## src/matmul_params.svh

```systemverilog
`ifndef MATMUL_PARAMS_SVH
`define MATMUL_PARAMS_SVH

// element width in bits
`define MM_DWIDTH 16

// rows and columns of the array
`define MM_SIZE 4

// operand store and result buffer address width
`define MM_AWIDTH 2

// step counter
`define MM_STEP_WIDTH 5
`define MM_DONE_STEP 13

`endif

```

## src/matmul_pkg.sv

```systemverilog
`include "matmul_params.svh"

package matmul_pkg;

  // one unsigned matrix element
  typedef logic [`MM_DWIDTH-1:0] elem_t;

  // full precision accumulator, two elements wide
  typedef logic [2*`MM_DWIDTH-1:0] acc_t;

  // one row or column of elements, lane 0 in the low bits
  typedef elem_t [`MM_SIZE-1:0] lane_vec_t;

  // clamp to all ones once the upper half carries anything
  function automatic elem_t saturate(input acc_t value);
    if (|value[2*`MM_DWIDTH-1:`MM_DWIDTH]) begin
      return '1;
    end
    return value[`MM_DWIDTH-1:0];
  endfunction

endpackage

```

## src/matmul_ctrl_if.sv

```systemverilog
`timescale 1ns/1ps
`include "matmul_params.svh"

interface matmul_ctrl_if;

  // run timing
  logic [`MM_STEP_WIDTH-1:0]     step;
  logic                          run;
  logic                          flush;

  // operand store read side
  logic [`MM_AWIDTH-1:0]         rd_addr;
  logic                          feed_en;

  // one result select per pe, bit r*MM_SIZE+k for pe (r,k)
  logic [`MM_SIZE*`MM_SIZE-1:0]  pe_sel;

  modport seq (output step, run, flush, rd_addr, feed_en, pe_sel);

  modport feeder (input rd_addr, feed_en, flush);

  modport array (input pe_sel, flush);

  modport collector (input step, run);

endinterface

```

## src/result_collector.sv

```systemverilog
`timescale 1ns/1ps
`include "matmul_params.svh"

module result_collector (
  input  logic                   clk,
  input  logic                   reset_0,
  matmul_ctrl_if.collector       ctrl,
  input  matmul_pkg::lane_vec_t  row_out,
  input  logic [`MM_AWIDTH-1:0]  rd_addr,
  output matmul_pkg::lane_vec_t  rd_data
);

  import matmul_pkg::*;

  // first step on which row 0 carries a result
  localparam int SEL_BASE = `MM_DONE_STEP + 1 - 2 * (`MM_SIZE - 1);

  lane_vec_t             res_mem [`MM_SIZE];
  lane_vec_t             rd_row;
  logic                  win_q;
  logic [`MM_SIZE-1:0]   wr_en;
  logic [`MM_AWIDTH-1:0] wr_col [`MM_SIZE];

  // chain values trail busy by one cycle
  always_ff @(posedge clk) begin
    if (reset_0) begin
      win_q <= 1'b0;
    end else begin
      win_q <= ctrl.run;
    end
  end

  // row r carries column step-SEL_BASE-r
  for (genvar r = 0; r < `MM_SIZE; r++) begin : g_row
    localparam int FIRST = SEL_BASE + r;
    assign wr_en[r]  = win_q && (int'(ctrl.step) >= FIRST)
                       && (int'(ctrl.step) < FIRST + `MM_SIZE);
    assign wr_col[r] = `MM_AWIDTH'(int'(ctrl.step) - FIRST);
  end

  always_ff @(posedge clk) begin
    for (int r = 0; r < `MM_SIZE; r++) begin
      if (wr_en[r]) begin
        res_mem[r][wr_col[r]] <= row_out[r];
      end
    end
  end

  // write-first, a read in the last write cycle sees the new element
  always_comb begin
    rd_row = res_mem[rd_addr];
    if (wr_en[rd_addr]) begin
      rd_row[wr_col[rd_addr]] = row_out[rd_addr];
    end
  end

  always_ff @(posedge clk) begin
    rd_data <= rd_row;
  end

endmodule

```

## src/flat_wrapper.sv

```systemverilog
// flat-port wrapper written by rule: the top's interface ports become plain ports
module result_collector_flat import matmul_pkg::*;
  (clk, reset_0, row_out, rd_addr, rd_data, ctrl_step, ctrl_run);
  matmul_ctrl_if ctrl_i ();
  input  logic clk;
  input  logic reset_0;
  input  matmul_pkg::lane_vec_t row_out;
  input  logic [`MM_AWIDTH-1:0] rd_addr;
  output matmul_pkg::lane_vec_t rd_data;
  input wire logic [$bits(ctrl_i.step)-1:0] ctrl_step;
  input wire logic [$bits(ctrl_i.run)-1:0] ctrl_run;
  assign ctrl_i.step = ctrl_step;
  assign ctrl_i.run = ctrl_run;
  result_collector u_core (.clk(clk), .reset_0(reset_0), .ctrl(ctrl_i), .row_out(row_out), .rd_addr(rd_addr), .rd_data(rd_data));
endmodule
```

## config.mk

```make
export PLATFORM = sky130hd
export DESIGN_NAME = result_collector_flat
export DESIGN_NICKNAME = d
export VERILOG_FILES = /design/src/matmul_pkg.sv /design/src/matmul_ctrl_if.sv /design/src/result_collector.sv /design/src/flat_wrapper.sv
export VERILOG_INCLUDE_DIRS = /design/src /design/src/src
export SDC_FILE = /design/constraint.sdc
export NUM_CORES = 1
export LEC_CHECK = 0
export ABC_AREA = 0
export BUFFER_PORTS_ARGS = -buffer_cell sky130_fd_sc_hd__buf_2
export CAP_MARGIN = 20
export CORE_ASPECT_RATIO = 0.6
export CORE_MARGIN = 2
export CORE_UTILIZATION = 52
export DETAILED_ROUTE_END_ITERATION = 16
export PLACE_DENSITY = 0.75
export SLEW_MARGIN = 20
export SYNTH_ARGS = -nofsm -noshare
export SYNTH_HDL_FRONTEND = slang
export SYNTH_SLANG_ARGS = --single-unit
```

## constraint.sdc

```tcl
create_clock -name clk -period 2.8 [get_ports clk]
set_input_delay 0.84 -clock clk [delete_from_list [all_inputs] [get_ports clk]]
set_output_delay 0.84 -clock clk [all_outputs]
set_load 0.02 [all_outputs]
```

==> out/metrics.csv <==
metric;value;unit
outcome;completed;
grt_usage;0.244;
cts.reportedPaths.clkPinSlew;0.06;ns
ys.flop_type;edfxtp_1;
overflow;0;
grt_first_pass_wirelength;43100;µm
cts_buffer_depth;3;
synth_area;12300;µm²
finalWeightedCongestion;0.862;
stdcell_count;1083;
cts_setup_buffers;0;
power.total;9.72;mW
crit_chain;buf_2 -> ha_1 -> a221oi_1 -> a21oi_2 -> o21ai_4 -> buf_12 -> mux2_2;
fp.dieH;123;µm
p_per_area;658;nW/µm²
utilization;0.636;
initial_core_util;0.531;
seq_area_frac_synth;0.731;
async_reset_ff_frac;0;
cts_root_buffer;clkbuf_16;
dp_hpwl;19800;µm
crit_family;compound AO/OA/AOI/OAI gates;
ir_drop;0.471;mV
ctsResizeCount;0;
yosysMostFrequentCell;edfxtp_1;
synth_fp_nets;635;
rsz0062_at_grt;false;
fmax;448;MHz
skew;0.00588;ns
finalHoldViolations;0;
std_cell_rows;43;
worstHoldStart;reset_0;
cts_tree;built;
finalMaxSlewViolations;0;
crit_fanout;12;
worstHoldPathCells;2;
whs_endpoint;u_core.win_q$_SDFF_PP0_;
antenna_found_initial;2;
hold_class;in -> reg;
grt_max_degree;50;
critPathRequiredTime;3.23;ns
insertion_delay;0.54;ns
critPathKind;in -> reg;
finalWirelength;29800;µm
detail_route.wl_per_cell;27.5;µm
viasPerCell;5.83;
syn_to_final_growth;19.9;%
grtUsageMet3;0.0535;
maxCapViolCount;0;
hold_buffers;0;
yosys-top-cells-area;edfxtp_1, mux4_2, dfxtp_1;
firstDrtPassIters;5;
ant_nets;0;
synth_area_per_cell;22.2;µm²
place_ws;0.0363;ns
critPathSlowestCell;a221oi_1;
setup.worst_path.end_class;register;
numClockSinks;321;
nets;825;
synth-edff-count;256;
cts_max_level;1;
synth_top_area_cell;edfxtp_1;
route.vias.total;6319;
fin_crit;2.23;ns
reg2reg_depth;4;
yosys-top-cells-count;edfxtp_1, mux4_2, dfxtp_1, mux2_4, mux2_2;
critPathArrivalTime;2.66;ns
yosys.area.top_type_share;0.625;
synthDistinctLibCells;31;
crit_buf_inv;2;
finalCritPeriodShare;0.797;
fp.dieArea;24900;µm²
final_cell_area;14800;µm²
syn_inst;554;
ys_warn_count;0;
r2r-start;u_core.win_q$_SDFF_PP0_;
start_kind;input port;
setup_ws;0.569;ns
r2r-end;u_core.res_mem[1][16]$_DFFE_PP_;
use_met2;0.387;
max_slew_margin;0.634;
cts_buffers;28;
placedInstanceArea;13800;µm²
fillers;1586;
coreArea;23200;µm²
route.detailed.drc;0;
first_global_vias;6572;
portBuffers;137;
use_met1;0.358;
top_usage_layer;met2;
die_x;203;µm
worst_slew_pin_slew;0.547;ns
post-place-cells;1029;
setup_viol;0;
drtIter0Drc;597;
r2r_slack;0.98;ns
ys_ff_latch;321;
drive_gt1_frac;0.494;
slowest_delay;0.43;ns
leakagePower;5.34;nW
ios;138;
cell families (layout without fill, tap and decap cells):
group                      Yosys count  in the layout  share of synthesized area
buffers and inverters               29            240                     0.0122
DFF                                321            321                      0.731
muxes                              144            144                      0.217
other                                0              3                          0
adders and majority gates            7              7                    0.00712
xor gates and xnor gates             5              5                    0.00356
AOI/OAI and AO/OA                   13             13                     0.0116
and+or+nand+nor                     35             35                     0.0178
power by group:
part           leakage, nW  internal (mW)  total, mW  switching, mW
combinational         2.05          0.299      0.663          0.363
clock                0.438           2.20       3.81           1.61
sequential            2.85           5.21       5.24         0.0305
state kept, by name (all words and copies together) (netlist names):
name / count
u_core.win_q: 1
u_core.res_mem: 256
u_core.rd_data: 64
through the flow:
step	hold WS, ns	setup TNS [ns]
finish	0.449	0
detailed placement	0.671	0
global route	0.445	0
CTS	0.436	0
global placement	0.663	0
floorplan	0.656	-5.01
cell type report:
type                    count  area [µm²]  share of cell area
flip-flops and latches    321        8990               0.609
multi-input cells         204        3190               0.216
repair buffers            186        1260              0.0856
clock buffers              40         777              0.0527
well taps                 315         394              0.0267
clock inverters            11         124             0.00839
inverters                   3        11.3            0.000763
diodes                      3        7.51            0.000509
placed cells by master (no fill, tap or decap), drive strengths merged, types with 4 or more instances in the layout:
cell / instances
edfxtp: 256
buf: 186
mux4: 80
dfxtp: 65
mux2: 64
clkbuf: 40
and2: 13
clkinv: 8
ha: 7
nor2: 6
nor2b: 5
o21ai: 5
a22oi: 4
nor3b: 4
per-layer routing:
metal | vias up | wire (µm)
met3 | 32 | 2540
met5 | - | 0
met2 | 321 | 14100
met4 | 0 | 420
met1 | 3312 | 12800
li1 | 2654 | -
worst max-delay path by stage:
stage               slack, ns    startpoint  cells past startpoint                        endpoint
global route             0.47  ctrl_step[0]                      7      u_core.rd_data[35]$_DFF_P_
finish                   0.57  ctrl_step[1]                      7      u_core.rd_data[52]$_DFF_P_
CTS                      0.59  ctrl_step[1]                      7      u_core.rd_data[35]$_DFF_P_
floorplan               -0.10  ctrl_step[4]                      3  u_core.res_mem[0][0]$_DFFE_PP_
detailed placement       0.04  ctrl_step[1]                      7      u_core.rd_data[52]$_DFF_P_
global placement         0.06  ctrl_step[1]                      7      u_core.rd_data[52]$_DFF_P_
Note: power is estimated with default switching activity, not from simulation.
