[src/matmul_params.svh]
`ifndef MATMUL_PARAMS_SVH
`define MATMUL_PARAMS_SVH

// element width in bits
`define MM_DWIDTH 16

// rows and columns of the array
`define MM_SIZE 4

// operand store and result buffer address width
`define MM_AWIDTH 2

// step counter
`define MM_STEP_WIDTH 5
`define MM_DONE_STEP 13

`endif

[src/matmul_pkg.sv]
`include "matmul_params.svh"

package matmul_pkg;

  // one unsigned matrix element
  typedef logic [`MM_DWIDTH-1:0] elem_t;

  // full precision accumulator, two elements wide
  typedef logic [2*`MM_DWIDTH-1:0] acc_t;

  // one row or column of elements, lane 0 in the low bits
  typedef elem_t [`MM_SIZE-1:0] lane_vec_t;

  // clamp to all ones once the upper half carries anything
  function automatic elem_t saturate(input acc_t value);
    if (|value[2*`MM_DWIDTH-1:`MM_DWIDTH]) begin
      return '1;
    end
    return value[`MM_DWIDTH-1:0];
  endfunction

endpackage

[src/matmul_ctrl_if.sv]
`timescale 1ns/1ps
`include "matmul_params.svh"

interface matmul_ctrl_if;

  // run timing
  logic [`MM_STEP_WIDTH-1:0]     step;
  logic                          run;
  logic                          flush;

  // operand store read side
  logic [`MM_AWIDTH-1:0]         rd_addr;
  logic                          feed_en;

  // one result select per pe, bit r*MM_SIZE+k for pe (r,k)
  logic [`MM_SIZE*`MM_SIZE-1:0]  pe_sel;

  modport seq (output step, run, flush, rd_addr, feed_en, pe_sel);

  modport feeder (input rd_addr, feed_en, flush);

  modport array (input pe_sel, flush);

  modport collector (input step, run);

endinterface

[src/operand_feeder.sv]
`timescale 1ns/1ps
`include "matmul_params.svh"

module operand_feeder (
  input  logic                   clk,
  input  logic                   reset_0,
  input  logic                   we,
  input  logic [`MM_AWIDTH-1:0]  wr_addr,
  input  matmul_pkg::lane_vec_t  wr_data,
  matmul_ctrl_if.feeder          ctrl,
  output matmul_pkg::lane_vec_t  skewed
);

  import matmul_pkg::*;

  localparam int DEPTH = 2 ** `MM_AWIDTH;

  lane_vec_t store_mem [DEPTH];
  lane_vec_t rd_word;

  ////////////////////////////////////////////////////////////
  // operand store
  ////////////////////////////////////////////////////////////

  always_ff @(posedge clk) begin
    if (we) begin
      store_mem[wr_addr] <= wr_data;
    end
  end

  // zeros outside the feed window
  always_ff @(posedge clk) begin
    if (reset_0) begin
      rd_word <= '0;
    end else if (ctrl.feed_en) begin
      rd_word <= store_mem[ctrl.rd_addr];
    end else begin
      rd_word <= '0;
    end
  end

  ////////////////////////////////////////////////////////////
  // skew, lane i waits i more cycles
  ////////////////////////////////////////////////////////////

  assign skewed[0] = rd_word[0];

  for (genvar i = 1; i < `MM_SIZE; i++) begin : g_lane
    elem_t line_q [i];

    always_ff @(posedge clk) begin
      if (reset_0 || ctrl.flush) begin
        line_q <= '{default: '0};
      end else begin
        line_q[0] <= rd_word[i];
        for (int j = 1; j < i; j++) begin
          line_q[j] <= line_q[j-1];
        end
      end
    end

    assign skewed[i] = line_q[i-1];
  end

endmodule

[src/flat_wrapper.sv]
// flat-port wrapper written by rule: the top's interface ports become plain ports
module operand_feeder_flat import matmul_pkg::*;
  (clk, reset_0, we, wr_addr, wr_data, skewed, ctrl_rd_addr, ctrl_feed_en, ctrl_flush);
  matmul_ctrl_if ctrl_i ();
  input  logic clk;
  input  logic reset_0;
  input  logic we;
  input  logic [`MM_AWIDTH-1:0] wr_addr;
  input  matmul_pkg::lane_vec_t wr_data;
  output matmul_pkg::lane_vec_t skewed;
  input wire logic [$bits(ctrl_i.rd_addr)-1:0] ctrl_rd_addr;
  input wire logic [$bits(ctrl_i.feed_en)-1:0] ctrl_feed_en;
  input wire logic [$bits(ctrl_i.flush)-1:0] ctrl_flush;
  assign ctrl_i.rd_addr = ctrl_rd_addr;
  assign ctrl_i.feed_en = ctrl_feed_en;
  assign ctrl_i.flush = ctrl_flush;
  operand_feeder u_core (.clk(clk), .reset_0(reset_0), .we(we), .wr_addr(wr_addr), .wr_data(wr_data), .ctrl(ctrl_i), .skewed(skewed));
endmodule
[config.mk]
export PLATFORM = sky130hd
export DESIGN_NAME = operand_feeder_flat
export DESIGN_NICKNAME = d
export VERILOG_FILES = /design/src/matmul_pkg.sv /design/src/matmul_ctrl_if.sv /design/src/operand_feeder.sv /design/src/flat_wrapper.sv
export VERILOG_INCLUDE_DIRS = /design/src /design/src/src
export SDC_FILE = /design/constraint.sdc
export NUM_CORES = 1
export LEC_CHECK = 0
export BUFFER_PORTS_ARGS = -buffer_cell sky130_fd_sc_hd__buf_2
export CAP_MARGIN = 20
export CORE_ASPECT_RATIO = 1.75
export CORE_MARGIN = 3
export CORE_UTILIZATION = 28
export CTS_CLUSTER_DIAMETER = 100
export DETAILED_ROUTE_END_ITERATION = 8
export PLACE_DENSITY = 0.5
export SYNTH_ARGS = -nofsm -noshare
export SYNTH_HDL_FRONTEND = slang
export SYNTH_SLANG_ARGS = --single-unit
[constraint.sdc]
create_clock -name clk -period 5.49 [get_ports clk]
set_clock_uncertainty 0.15 [all_clocks]
set_input_delay 0.2745 -clock clk [delete_from_list [all_inputs] [get_ports clk]]
set_output_delay 0.2745 -clock clk [all_outputs]
set_load 0.005 [all_outputs]
==> flow_summary.yaml <==
die:
  ioPinCount: 137
  rows: 108
  design.core.area_um2: 50000
  die_h_um: 304.5
  start_util: 0.2851
  die_area_um2: 53760
  die_x_um: 176.6
pwr:
  power_density_nw_per_um2: 376.2
  ir_worst_vdd_uv: 228.6
  power_mw: 6.472
  p_leak_nw: 6.504
cts:
  numCtsBuffers: 40
  cts_sinks: 416
  clk_latency_ns: 0.53
  post_cts_buffers: 0
  path_clk_slew_ns: 0.06
  htree_levels: 2
  cts_resized: 0
  cts_root_buf: "clkbuf_16"
  clockBufferDepth: 3
  cts_tree: "yes"
  hold_buffers: 65
global_route:
  grt_pass1_vias: 7132
  grt_pass1_wl_um: 42060
  grt_max_degree: 61
  grt.total_usage: 0.1015
  antenna_found_initial: 0
  gr-total-overflow: 0
layout:
  drive_above_1_share: 0.2763
  antennaDiodeCount: 0
  layout_common_cells: "edfxtp_1 (256), dfxtp_1 (160), buf_2 (135), mux2i_1 (128), and2_1 (96)"
  final_common_cell: "edfxtp_1"
  final_util: 0.3441
  fin_cells: 1659
  n_fill_cell: 4896
  nets: 1042
  area_delta_synth_final_pct: 20.70
  fin_area_um2: 17200
placement:
  dp_hpwl_um: 14940
  dp.cells: 1520
  routabilityCongestion: 0.6850
  dp_slack_ns: 3.115
  numPortBuffers: 136
  postPlaceCellArea_um2: 15240
critical_path:
  path_max_fanout: 34
  critical_path_required_ns: 5.50
  reg2reg_depth: 2
  critPathArrivalTime_ns: 2.22
  end_kind: "flip-flop"
  critical_path_class: "in2reg"
  critPathLaunchType: "input pin"
  r2r_slack_ns: 4.52
  r2r_end: "u_core.skewed[14]"
  startpoint: "wr_addr[0]"
  endpoint: "u_core.store_mem[0][12]"
  worstReg2RegStart: "u_core.store_mem[3][14]"
timing:
  rsz0062_at_grt: "false"
  setup_viol: 0
  tightest_slew_ns: 0.9481
  drv_slew: 0
  hold_ws_ns: 0.003165
  final.setup.tns_ns: 0
  fin_crit_ns: 2.212
  fmax_mhz: 452.1
  fin_crit_sh: 0.4029
  layout_setup_ws_ns: 3.278
  finalHoldViolations: 0
  slew_headroom: 0.3679
routing:
  routedWlPerCell_um: 16.61
  routed_wl_um: 27550
  routed_via_density: 4.034
  route.vias.total: 6692
  final_antenna_net_count: 0
  drc_errors: 0
  drtPass1Iterations: 4
  drt_iter0_markers: 299
min_path:
  holdCritPathClass: "in2reg"
yosys:
  netlist_area_um2: 14250
  syn_nets: 871
  yosys.cell_types.count: 20
  syn_inst: 798
  syn_avg_cell_area_um2: 17.86
  seq_area_frac_synth: 0.7640
  synth_seq_cells: 416
  ys_warn_count: 0
outcome:
  outcome: "finished, final reports clean"
flow_run:
  cap_violations: 0
-- Yosys cell counts --
library cell  number  share of area
dfxtp_1          160           0.22
nor3b_1            1        0.00053
o22ai_1            4         0.0018
edfxtp_1         256           0.54
clkbuf_1           5         0.0013
and3b_1            1        0.00061
buf_12             6         0.0084
buf_4             53          0.028
mux2i_1          128          0.090
clkbuf_2           1        0.00035
nor2_2             1        0.00044
nor2_1             1        0.00026
nand3b_1           1        0.00053
o22ai_2           60          0.053
buf_2             20         0.0070
and3_1             1        0.00044
nand2_1            1        0.00026
or3b_1             1        0.00061
buf_6              1        0.00079
and2_1            96          0.042
-- how the worst min path moves through the flow --
| stage | start | end | slack [ns] | cells after the start |
|---|---|---|---|---|
| 2_1_floorplan | wr_data[0] | u_core.store_mem[0][0] | 0.22 | 0 |
| 3_3_place_gp | u_core.g_lane[2].line_q[17] | u_core.skewed[33] | 0.26 | 1 |
| 3_5_place_dp | u_core.rd_word[32] | u_core.g_lane[2].line_q[16] | 0.26 | 1 |
| 4_1_cts | we | u_core.store_mem[2][15] | 0.03 | 3 |
| 5_1_grt | reset_0 | u_core.g_lane[1].line_q[1] | 0.003 | 3 |
| 6_report | reset_0 | u_core.g_lane[1].line_q[1] | 0.003 | 3 |
-- report_power, final --
group | leakage, nW | switching [mW] | internal (mW) | total, mW
combinational | 2.23 | 0.171 | 0.136 | 0.307
clock | 0.621 | 1.16 | 1.52 | 2.69
sequential | 3.65 | 0.0283 | 3.45 | 3.48
-- logic make-up (layout without fill, tap and decap cells) --
family                 after synthesis  in the layout  synth area share
flip-flops                         416            416            0.7640
multiplexers                       128            128           0.08989
AND/OR/NAND/NOR                    104            104           0.04582
buffers and inverters               86            287           0.04582
AO/OA/AOI/OAI                       64             64           0.05442
-- routing by layer --
metal / vias up / GRT usage / wire length [µm]
met5: - / 0 / 0
met4: 0 / 0.04078 / 894
met3: 49 / 0.01906 / 1209
met2: 134 / 0.1837 / 14450
met1: 3293 / 0.1167 / 10990
li1: 3216 / - / -
-- state kept, by name, indices dropped and copies added, names as in the netlist --
name and count:
u_core.skewed 48, u_core.g_lane.line_q 64, u_core.store_mem 256, u_core.rd_word 48
-- critical path: stages --
cell and delay [ns]:
dlygate4sd3_1 0.53, buf_2 0.16, nor3b_4 0.16, buf_4 0.45, buf_4 0.58
-- final cells by class --
class / count / area, µm² / share of cell area
tap: 660 / 825.8 / 0.04800
clock inverter: 21 / 146.4 / 0.008509
sequential: 416 / 10890 / 0.6330
timing repair buffer: 215 / 1458 / 0.08473
multi-input combinational: 296 / 2745 / 0.1596
clock buffer: 51 / 1139 / 0.06618
Power figures use the tool's default switching activity.
