$ cat src/matmul_params.svh
`ifndef MATMUL_PARAMS_SVH
`define MATMUL_PARAMS_SVH

// element width in bits
`define MM_DWIDTH 16

// rows and columns of the array
`define MM_SIZE 4

// operand store and result buffer address width
`define MM_AWIDTH 2

// step counter
`define MM_STEP_WIDTH 5
`define MM_DONE_STEP 13

`endif

$ cat src/matmul_ctrl_if.sv
`timescale 1ns/1ps
`include "matmul_params.svh"

interface matmul_ctrl_if;

  // run timing
  logic [`MM_STEP_WIDTH-1:0]     step;
  logic                          run;
  logic                          flush;

  // operand store read side
  logic [`MM_AWIDTH-1:0]         rd_addr;
  logic                          feed_en;

  // one result select per pe, bit r*MM_SIZE+k for pe (r,k)
  logic [`MM_SIZE*`MM_SIZE-1:0]  pe_sel;

  modport seq (output step, run, flush, rd_addr, feed_en, pe_sel);

  modport feeder (input rd_addr, feed_en, flush);

  modport array (input pe_sel, flush);

  modport collector (input step, run);

endinterface

$ cat src/matmul_sequencer.sv
`timescale 1ns/1ps
`include "matmul_params.svh"

module matmul_sequencer (
  input  logic          clk,
  input  logic          reset_0,
  input  logic          start,
  output logic          busy,
  output logic          done,
  matmul_ctrl_if.seq    ctrl
);

  // pe (3,3) is selected one step past the done step, in the done cycle
  localparam int SEL_BASE = `MM_DONE_STEP + 1 - 2 * (`MM_SIZE - 1);

  logic [`MM_STEP_WIDTH-1:0]    step_q;
  logic [`MM_SIZE*`MM_SIZE-1:0] pe_sel_d;

  always_ff @(posedge clk) begin
    if (reset_0) begin
      busy   <= 1'b0;
      done   <= 1'b0;
      step_q <= '0;
    end else begin
      done <= busy && (step_q == `MM_STEP_WIDTH'(`MM_DONE_STEP));
      if (start && !busy) begin
        busy   <= 1'b1;
        step_q <= '0;
      end else if (busy) begin
        // step keeps counting into the done cycle for the last select
        step_q <= step_q + 1'b1;
        if (step_q == `MM_STEP_WIDTH'(`MM_DONE_STEP)) begin
          busy <= 1'b0;
        end
      end else begin
        step_q <= '0;
      end
    end
  end

  // diagonal select wavefront
  always_comb begin
    for (int r = 0; r < `MM_SIZE; r++) begin
      for (int k = 0; k < `MM_SIZE; k++) begin
        pe_sel_d[r*`MM_SIZE+k] = (int'(step_q) == SEL_BASE + r + k);
      end
    end
  end

  assign ctrl.step    = step_q;
  assign ctrl.run     = busy;
  assign ctrl.rd_addr = step_q[`MM_AWIDTH-1:0];
  assign ctrl.feed_en = busy && (int'(step_q) < `MM_SIZE);
  assign ctrl.flush   = start && !busy;
  assign ctrl.pe_sel  = pe_sel_d;

endmodule

$ cat src/flat_wrapper.sv
// flat-port wrapper written by rule: the top's interface ports become plain ports
module matmul_sequencer_flat 
  (clk, reset_0, start, busy, done, ctrl_step, ctrl_run, ctrl_flush, ctrl_rd_addr, ctrl_feed_en, ctrl_pe_sel);
  matmul_ctrl_if ctrl_i ();
  input  logic clk;
  input  logic reset_0;
  input  logic start;
  output logic busy;
  output logic done;
  output wire logic [$bits(ctrl_i.step)-1:0] ctrl_step;
  output wire logic [$bits(ctrl_i.run)-1:0] ctrl_run;
  output wire logic [$bits(ctrl_i.flush)-1:0] ctrl_flush;
  output wire logic [$bits(ctrl_i.rd_addr)-1:0] ctrl_rd_addr;
  output wire logic [$bits(ctrl_i.feed_en)-1:0] ctrl_feed_en;
  output wire logic [$bits(ctrl_i.pe_sel)-1:0] ctrl_pe_sel;
  assign ctrl_step = ctrl_i.step;
  assign ctrl_run = ctrl_i.run;
  assign ctrl_flush = ctrl_i.flush;
  assign ctrl_rd_addr = ctrl_i.rd_addr;
  assign ctrl_feed_en = ctrl_i.feed_en;
  assign ctrl_pe_sel = ctrl_i.pe_sel;
  matmul_sequencer u_core (.clk(clk), .reset_0(reset_0), .start(start), .busy(busy), .done(done), .ctrl(ctrl_i));
endmodule
$ cat config.mk
export PLATFORM = sky130hd
export DESIGN_NAME = matmul_sequencer_flat
export DESIGN_NICKNAME = d
export VERILOG_FILES = /design/src/matmul_ctrl_if.sv /design/src/matmul_sequencer.sv /design/src/flat_wrapper.sv
export VERILOG_INCLUDE_DIRS = /design/src /design/src/src
export SDC_FILE = /design/constraint.sdc
export NUM_CORES = 1
export LEC_CHECK = 0
export ABC_AREA = 0
export BUFFER_PORTS_ARGS = -buffer_cell sky130_fd_sc_hd__buf_2
export CELL_PAD_IN_SITES_DETAIL_PLACEMENT = 0
export CELL_PAD_IN_SITES_GLOBAL_PLACEMENT = 1
export CORE_MARGIN = 2
export CORE_UTILIZATION = 30
export CTS_CLUSTER_SIZE = 14
export DETAILED_ROUTE_END_ITERATION = 7
export GPL_TIMING_DRIVEN = 0
export PLACE_DENSITY_LB_ADDON = 0.1
export SLEW_MARGIN = 5
export SYNTH_ARGS = -nofsm -noshare
export SYNTH_HDL_FRONTEND = slang
export SYNTH_SLANG_ARGS = --single-unit
$ cat constraint.sdc
create_clock -name clk -period 4.5 [get_ports clk]
set_clock_uncertainty 0.2 [all_clocks]
set_input_delay 0.9 -clock clk [delete_from_list [all_inputs] [get_ports clk]]
set_output_delay 0.9 -clock clk [all_outputs]
set_load 0.05 [all_outputs]
==> impl_metrics.tcl, run 1 <==
set metrics [dict create \
    postCtsHoldBufs 0 \
    areaGrowthSynthToFinish_pct 39.65 \
    grt_pass1_wl_um 1469 \
    cts_setup_buffers 0 \
    syn_inst 58 \
    max_freq_mhz 346.8 \
    hold_path_startpoint "u_core.ctrl.step[0]$_SDFF_PP0_" \
    combPwrFrac 0.192 \
    synth-simple-area-share 0.3131 \
    synthXorXnorAreaFrac 0.01768 \
    clock-sinks 7 \
    cp_data_required_time_ps 3400 \
    worstSetupStartpointType "flip-flop" \
    track_usage 0.1044 \
    ys_types 20 \
    ys_seq_elements 7 \
    ir_worst_vdd_uv 156.2 \
    p_switching_w 0.00004500 \
    whs_path_depth 1 \
    synth_compound_area_frac 0.01515 \
    register_area_um2 140.1 \
    pin_count 31 \
    slowest_stage "dfxtp_1" \
    dpl-instance-area_um2 665.6 \
    synth_fa_ha_area_frac 0.1010 \
    clk_pin_slew_ps 50 \
    period_share 0.6408 \
    drt_iter0_markers 2 \
    layout_commonest_cell "buf_2" \
    antenna_found_initial 0 \
    fillers 169 \
    synth_nets 65 \
    first_pass_iters 4 \
    crit_chain "ha_1, nor3b_1, buf_4, buf_2" \
    start_util 0.3251 \
    die-area_um2 1993 \
    reg2reg_depth 4 \
    cts.htree.levels 1 \
    switching_share 0.2982 \
    io_buffers 30 \
    gp_congestion 0.6808 \
    clock_latency_ps 250 \
    path_max_fanout 7 \
    syn_area_per_cell_um2 8.543 \
    finalSetupViolCount 0 \
    internal_power_w 0.0001059 \
    num_vias 463 \
    drive_gt1_frac 0.5217 \
    timing.hold.worst_endpoint "u_core.ctrl.step[0]$_SDFF_PP0_" \
    p_clk_frac 0.378 \
    synth_area_um2 495.5 \
    die_width_um 44.64 \
    grt.overflow.total 0 \
    drv_slew 0 \
    layout_common_cells "31 x buf_2, 13 x buf_4, 8 x nor2_1" \
    avgViaCountPerCell 4.287 \
    status "completed" \
    multi_input_area_um2 241.5 \
    ant_nets 0 \
    leakagePower_nw 0.4121 \
    numCtsBuffers 3 \
    reg2reg_slack_ps 3080 \
    path_buf_inv 2 \
    hp-class "reg2reg" \
    yosys_warnings 0 \
    hold_viol 0 \
    muxShareOfSynthArea 0.04040 \
    cts_root_buf "clkbuf_4" \
    crit_type "reg2out" \
    cp_num_cells 4 \
    tightestPinTransition_ps 433.0 \
    n_antenna_cell 0 \
    synth_top_family_by_area "simple AND/OR/NAND/NOR gates" \
    power_frac_seq 0.430 \
    cp_slowest_stage_delay_ps 440 \
    dp.cells 104 \
    die_h_um 44.64 \
    grt_max_degree 11 \
    wl_per_cell_um 9.231 \
    rows 14 \
    nets 100 \
    period_needed_ps 2884 \
    clk_path_buf_depth 2 \
    cp-end-kind "output pin" \
    rsz0062_at_grt "false" \
    layout.cells.non_filler 108 \
    cts_resized 0 \
    timing.rr.start "u_core.ctrl.step[1]$_SDFF_PP0_" \
    worstPathArrival_ps 1780 \
    power_w 0.0001509 \
    drc 0 \
    p_per_area_nw_per_um2 218.1 \
    tns_ps 0 \
    hold_slack_ps 335.8 \
    critPathTopFamily "flip-flops" \
    r2r_end "u_core.busy$_SDFF_PP0_" \
    first_global_vias 344 \
    dp_hpwl_um 799 \
    wirelength_um 997 \
    final_area_um2 691.9 \
    drv_cap 0 \
    synth-seq-area-share 0.2828 \
    slew-limit-headroom 0.7107 \
    coreArea_um2 1524 \
    cts_tree "built" \
]
==> power by group through the flow <==
| stage | Clock [W] | Combinational [W] | Sequential, W |
|---|---|---|---|
| finish | 0.0000571 | 0.0000289 | 0.0000649 |
| global route | 0.0000626 | 0.0000309 | 0.0000653 |
| CTS | 0.0000589 | 0.0000294 | 0.0000649 |
| detailed placement | 0 | 0.0000294 | 0.0000663 |
| global placement | 0 | 0.0000292 | 0.0000663 |
| floorplan | 0 | 0.0000183 | 0.0000707 |
==> stage by stage <==
stage / util / worst slack (ps)
global placement: 0.4368 / 1906
CTS: 0.4540 / 1598
finish: 0.4540 / 1616
detailed placement: 0.4368 / 1897
global route: 0.4540 / 1467
floorplan: - / 678.1
==> kinds of logic (layout without fill, tap and decap cells) <==
kind of cell	Yosys count	after routing
DFF	7	7
and+or+nand+nor	26	26
AOI/OAI and AO/OA	1	1
buffers and inverters	17	51
xor gates and xnor gates	1	1
adders and majority gates	4	4
muxes	2	2
==> worst max path at each step <==
stage,slack (ps),startpoint,endpoint
after floorplan,680,u_core.ctrl.step[0]$_SDFF_PP0_,ctrl_pe_sel[12]
after global placement,1910,u_core.ctrl.step[0]$_SDFF_PP0_,ctrl_pe_sel[6]
after detailed placement,1900,u_core.ctrl.step[0]$_SDFF_PP0_,ctrl_pe_sel[6]
after CTS,1600,u_core.ctrl.step[0]$_SDFF_PP0_,ctrl_pe_sel[6]
after global routing,1470,u_core.ctrl.step[0]$_SDFF_PP0_,ctrl_pe_sel[12]
final,1620,u_core.ctrl.step[0]$_SDFF_PP0_,ctrl_pe_sel[6]
==> cells in the mapped netlist (all sizes together) <==
cell | number | area, µm²
nand2b | 4 | 25.02
xnor2 | 1 | 8.760
and4b | 1 | 13.76
a211oi | 1 | 7.510
nor2b | 1 | 6.260
inv | 3 | 11.26
buf | 14 | 102.6
nor2 | 8 | 30.03
nand2 | 2 | 7.510
mux2i | 2 | 20.02
nand3 | 2 | 10.01
ha | 4 | 50.05
nor3b | 1 | 7.510
nand3b | 2 | 15.01
and3b | 1 | 8.760
dfxtp | 7 | 140.1
nor4b | 1 | 8.760
or3b | 2 | 17.52
nor3 | 1 | 5.000
==> routing by layer <==
| metal | track usage | up-vias | wire length, µm |
|---|---|---|---|
| li1 | - | 246 | - |
| met1 | 0.1376 | 193 | 456 |
| met2 | 0.1362 | 20 | 419 |
| met3 | 0.01633 | 4 | 93 |
| met4 | 0.1091 | 0 | 28 |
| met5 | 0 | - | 0 |
==> sequential cells by signal, indices dropped and copies added (netlist names) <==
signal,flops
u_core.busy,1
u_core.done,1
u_core.ctrl.step,5
==> cell type report <==
cell class | count | share of cell area
repair buffers | 30 | 0.2170
clock buffers | 4 | 0.03797
plain buffers | 14 | 0.1483
inverters | 3 | 0.01627
multi-input cells | 34 | 0.3490
well taps | 16 | 0.02893
flip-flops and latches | 7 | 0.2025
Note: power is estimated with default switching activity, not from simulation.
==> run 2: changes to the inputs <==
--- a/config.mk
+++ b/config.mk
@@ -11,7 +11,7 @@
 export CELL_PAD_IN_SITES_DETAIL_PLACEMENT = 0
 export CELL_PAD_IN_SITES_GLOBAL_PLACEMENT = 1
 export CORE_MARGIN = 2
-export CORE_UTILIZATION = 30
+export CORE_UTILIZATION = 27
 export CTS_CLUSTER_SIZE = 14
 export DETAILED_ROUTE_END_ITERATION = 7
 export GPL_TIMING_DRIVEN = 0
==> constraint.sdc (replaced) <==
create_clock -name clk -period 3 [get_ports clk]
set_clock_uncertainty 0.2 [all_clocks]
set_input_delay 0.6 -clock clk [delete_from_list [all_inputs] [get_ports clk]]
set_output_delay 0.6 -clock clk [all_outputs]
set_load 0.05 [all_outputs]
==> run 2 against run 1 <==
  * Total power increased by 50%
  * Largest cell class is now multi-input gates
  * Register-to-register slack got worse by 1600 ps
  * Non-clock buffer count unchanged
  * Largest power group unchanged
  * First-iteration DRC count decreased by 50%
  * Critical path depth unchanged
  * Clock-buffer cell count unchanged
  * Routed wire length increased by 14%
  * Sequential power increased by 50%
  * Clock power increased by 48%
  * Combinational power increased by 52%
==> impl_metrics.tcl, run 2 (synthesis gave the netlist of run 1 again) <==
set metrics [dict create \
    status "completed" \
    reg2reg_depth 4 \
    coreArea_um2 1727 \
    use_met3 0.003846 \
    ir_worst_vdd_uv 194.0 \
    hold_path_startpoint "u_core.ctrl.step[0]$_SDFF_PP0_" \
    layout_commonest_cell "buf_2" \
    drc 0 \
    dpl-instance-area_um2 693.2 \
    cts_setup_buffers 0 \
    pin_count 31 \
    register_area_um2 140.1 \
    n_antenna_cell 0 \
    first_global_vias 355 \
    io_buffers 30 \
    leakagePower_nw 0.4197 \
    die-area_um2 2194 \
    tns_ps 0 \
    track_usage 0.1128 \
    gp_congestion 0.6557 \
    hp-class "reg2reg" \
    start_util 0.2870 \
    numCtsBuffers 3 \
    largest_reg_flops 5 \
    clock-sinks 7 \
    max_freq_mhz 410.8 \
    layout.cells.non_filler 117 \
    worstSetupStartpointType "flip-flop" \
    final_area_um2 719.4 \
    grt.overflow.total 0 \
    hold_viol 0 \
    worstPathArrival_ps 1630 \
    grt.busiest_layer "met2" \
    cp-end-kind "output pin" \
    fillers 198 \
    whs_path_depth 1 \
    ant_nets 0 \
    nets 100 \
    multi_input_area_um2 257.7 \
    drv_slew 0 \
    cts.htree.levels 1 \
    tightestPinTransition_ps 325.3 \
    die_width_um 46.84 \
    rows 15 \
    clk_path_buf_depth 2 \
    p_per_area_nw_per_um2 314.4 \
    grt_pass1_wl_um 1635 \
    period_share 0.8115 \
    drv_cap 0 \
    final_core_util 0.4167 \
    antenna_found_initial 0 \
    dp_hpwl_um 845.7 \
    postCtsHoldBufs 0 \
    period_needed_ps 2434 \
    path_max_fanout 7 \
    first_pass_iters 3 \
    num_vias 470 \
    wirelength_um 1136 \
    drt_iter0_markers 1 \
    dp.cells 113 \
    layout_common_cells "31 x buf_2, 13 x buf_4, 8 x nor2_1" \
    avgViaCountPerCell 4.017 \
    clock_latency_ps 250 \
    finalSetupViolCount 0 \
    cts_tree "built" \
    timing.rr.start "u_core.ctrl.step[1]$_SDFF_PP0_" \
    cts_root_buf "clkbuf_4" \
    crit_start "u_core.ctrl.step[0]$_SDFF_PP0_" \
    grtUsageMet2 0.1699 \
    slew-limit-headroom 0.7828 \
    grt_max_degree 11 \
    wl_per_cell_um 9.709 \
    drive_gt1_frac 0.5543 \
    rsz0062_at_grt "false" \
    power_w 0.0002262 \
    grt_use_met1 0.1389 \
    clk_pin_slew_ps 50 \
    crit_type "reg2out" \
    cts_resized 0 \
    cp_data_required_time_ps 2200 \
    areaGrowthSynthToFinish_pct 45.20 \
    die_h_um 46.84 \
]
-- run 2: cell counts in the layout (fill, tap and decap cells not counted) --
No cell type changed its count.
-- run 2: worst max-delay path, stage by stage (launching register included) --
cell	delay, ps
dfxtp_1	440
ha_1	280
nor3b_2	280
buf_4	150
buf_2	250
-- run 2: cell type report --
| class | instances | area share |
|---|---|---|
| clock buffer | 4 | 0.03652 |
| sequential | 7 | 0.1948 |
| tap | 25 | 0.04348 |
| multi-input combinational | 34 | 0.3583 |
| timing repair buffer | 30 | 0.2087 |
| inverter | 3 | 0.01565 |
| buffer | 14 | 0.1426 |
-- run 2: report_power, final --
group	switching (W)	total [W]	leakage, nW	internal (W)
combinational	0.0000306	0.0000440	0.348	0.0000134
sequential	0.00000248	0.0000976	0.0569	0.0000951
clock	0.0000339	0.0000846	0.0150	0.0000507
-- run 2: path summary, 6_finish.rpt --
| check | to | slack [ps] |
|---|---|---|
| max | ctrl_pe_sel[6] | 570 |
| max reg2reg | u_core.busy$_SDFF_PP0_ | 1530 |
| min reg2reg | u_core.ctrl.step[0]$_SDFF_PP0_ | 310 |
| min | u_core.ctrl.step[0]$_SDFF_PP0_ | 310 |
-- run 2: metrics by stage --
| stage | setup slack, ps | hold WS, ps |
|---|---|---|
| 6_report | 565.6 | 312.4 |
| 5_1_grt | 428.0 | 348.3 |
| 4_1_cts | 526.4 | 318.9 |
| 3_5_place_dp | 816.0 | 307.2 |
| 3_3_place_gp | 830.6 | 296.0 |
| 2_1_floorplan | 111.3 | 472.8 |
-- run 2: layer usage --
metal | part of all wire | wire (µm) | vias up
met5 | 0 | 0 | -
met4 | 0.017 | 19 | 0
met3 | 0.063 | 72 | 2
met2 | 0.43 | 486 | 21
met1 | 0.49 | 557 | 202
li1 | - | - | 245
==> run 3: changes to the inputs <==
==> constraint.sdc (replaced) <==
create_clock -name clk -period 2.5 [get_ports clk]
set_clock_uncertainty 0.2 [all_clocks]
set_input_delay 0.5 -clock clk [delete_from_list [all_inputs] [get_ports clk]]
set_output_delay 0.5 -clock clk [all_outputs]
set_load 0.05 [all_outputs]
==> run 3 against run 2 <==
  * Clock-buffer cell count did not move
  * Core utilization rose by 0.87 points
  * Largest power group unchanged
  * Sequential share of layout area rose by 0.11 points
  * Die area did not move
==> impl_metrics.tcl, run 3 (synthesis gave the netlist of run 1 again) <==
set metrics [dict create \
    crit_chain "buf_2, nand2b_1, nor3b_4, buf_4, buf_2" \
    dpl-instance-area_um2 708.2 \
    first_pass_iters 4 \
    clk_path_buf_depth 2 \
    cp_data_required_time_ps 1800 \
    hp-class "reg2reg" \
    final_area_um2 734.5 \
    drv_slew 0 \
    drt_iter0_markers 3 \
    drc 0 \
    path_max_fanout 8 \
    cp_slowest_stage_delay_ps 300 \
    final_core_util 0.4254 \
    critPathTopFamily "buffers and inverters" \
    finalSetupViolCount 0 \
    areaGrowthSynthToFinish_pct 48.23 \
    grt_max_degree 11 \
    slew-limit-headroom 0.7788 \
    status "completed" \
    period_needed_ps 2275 \
    cts_root_buf "clkbuf_4" \
    rsz0062_at_grt "false" \
    hold_viol 0 \
    timing.rr.start "u_core.ctrl.step[1]$_SDFF_PP0_" \
    nets 100 \
    io_buffers 30 \
    path_buf_inv 3 \
    drive_gt1_frac 0.6087 \
    drv_cap 0 \
    coreArea_um2 1727 \
    dp_hpwl_um 824.5 \
    layout_commonest_cell "buf_2" \
    largest_reg_flops 5 \
    num_vias 466 \
    track_usage 0.1064 \
    antenna_found_initial 0 \
    die_h_um 46.84 \
    dp.cells 113 \
    tns_ps 0 \
    crit_type "reg2out" \
    tightestPinTransition_ps 331.3 \
    period_share 0.9099 \
    layout_common_cells "31 x buf_2, 13 x buf_4, 6 x nor2_1" \
    grt_pass1_wl_um 1600 \
    cts.htree.levels 1 \
    die-area_um2 2194 \
    cts_setup_buffers 0 \
    postCtsHoldBufs 0 \
    leakagePower_nw 0.4208 \
    max_freq_mhz 439.6 \
    power_w 0.0002688 \
    layout.cells.non_filler 117 \
    grt.overflow.total 0 \
    ir_worst_vdd_uv 188.7 \
    cts_resized 0 \
    clock_latency_ps 240 \
    worstPathArrival_ps 1570 \
    fillers 205 \
    n_antenna_cell 0 \
    hold_path_startpoint "u_core.ctrl.step[0]$_SDFF_PP0_" \
    gp_congestion 0.6180 \
    slowest_stage "dfxtp_1" \
    p_per_area_nw_per_um2 366.0 \
    cp-end-kind "output pin" \
    crit_start "u_core.ctrl.step[2]$_SDFF_PP0_" \
    wl_per_cell_um 8.436 \
    rows 15 \
    cpMostUsedCell "buf_2" \
    avgViaCountPerCell 3.983 \
    first_global_vias 380 \
    pin_count 31 \
    clk_pin_slew_ps 50 \
    ant_nets 0 \
    wirelength_um 987 \
    start_util 0.2870 \
    numCtsBuffers 3 \
    worstSetupStartpointType "flip-flop" \
    die_width_um 46.84 \
    cts_tree "built" \
    clock-sinks 7 \
]
## run 3: cell counts in the layout (fill, tap and decap cells not counted)
No cell type changed its count.
## run 3: final timing paths
path / to / slack [ps] / cells past startpoint
setup reg to reg: u_core.busy$_SDFF_PP0_ / 1140 / 4
hold reg to reg: u_core.ctrl.step[0]$_SDFF_PP0_ / 280 / 1
hold / removal: u_core.ctrl.step[0]$_SDFF_PP0_ / 280 / 1
setup / recovery: ctrl_pe_sel[9] / 230 / 5
## run 3: stage by stage
stage                     setup WS (ps)  hold WS (ps)
final                             225.3         276.9
after global routing              83.53         321.0
after CTS                         193.5         281.5
after detailed placement          460.1         270.7
after global placement            472.1         272.2
after floorplan                  -9.541         363.9
## run 3: per-layer routing
layer	up-vias	part of all wire	global-route usage
met2	19	0.45	0.1507
li1	247	-	-
met1	198	0.45	0.1386
met5	-	0	0
met3	2	0.080	0.03462
met4	0	0.012	0.06667
## run 3: worst register-to-register path: cells and delay by family, from the launching register on
kind            cells  cell delay [ps]
compound gates      1              220
fa+ha+maj           1              190
buf+inv             1               70
flops               1              370
simple gates        1              220
## run 3: cell type report
class | instances | area (µm²) | share of cell area
Multi-Input combinational cell | 34 | 269.0 | 0.3663
Timing Repair Buffer | 30 | 150.1 | 0.2044
Sequential cell | 7 | 143.9 | 0.1959
Buffer | 14 | 102.6 | 0.1397
Tap cell | 25 | 31.28 | 0.04259
Clock buffer | 4 | 26.28 | 0.03578
Inverter | 3 | 11.26 | 0.01533
## run 3: report_power, final
part / internal (W) / switching [W] / total, W
clock network: 0.0000607 / 0.0000383 / 0.0000990
registers: 0.000114 / 0.00000276 / 0.000117
logic: 0.0000162 / 0.0000365 / 0.0000527
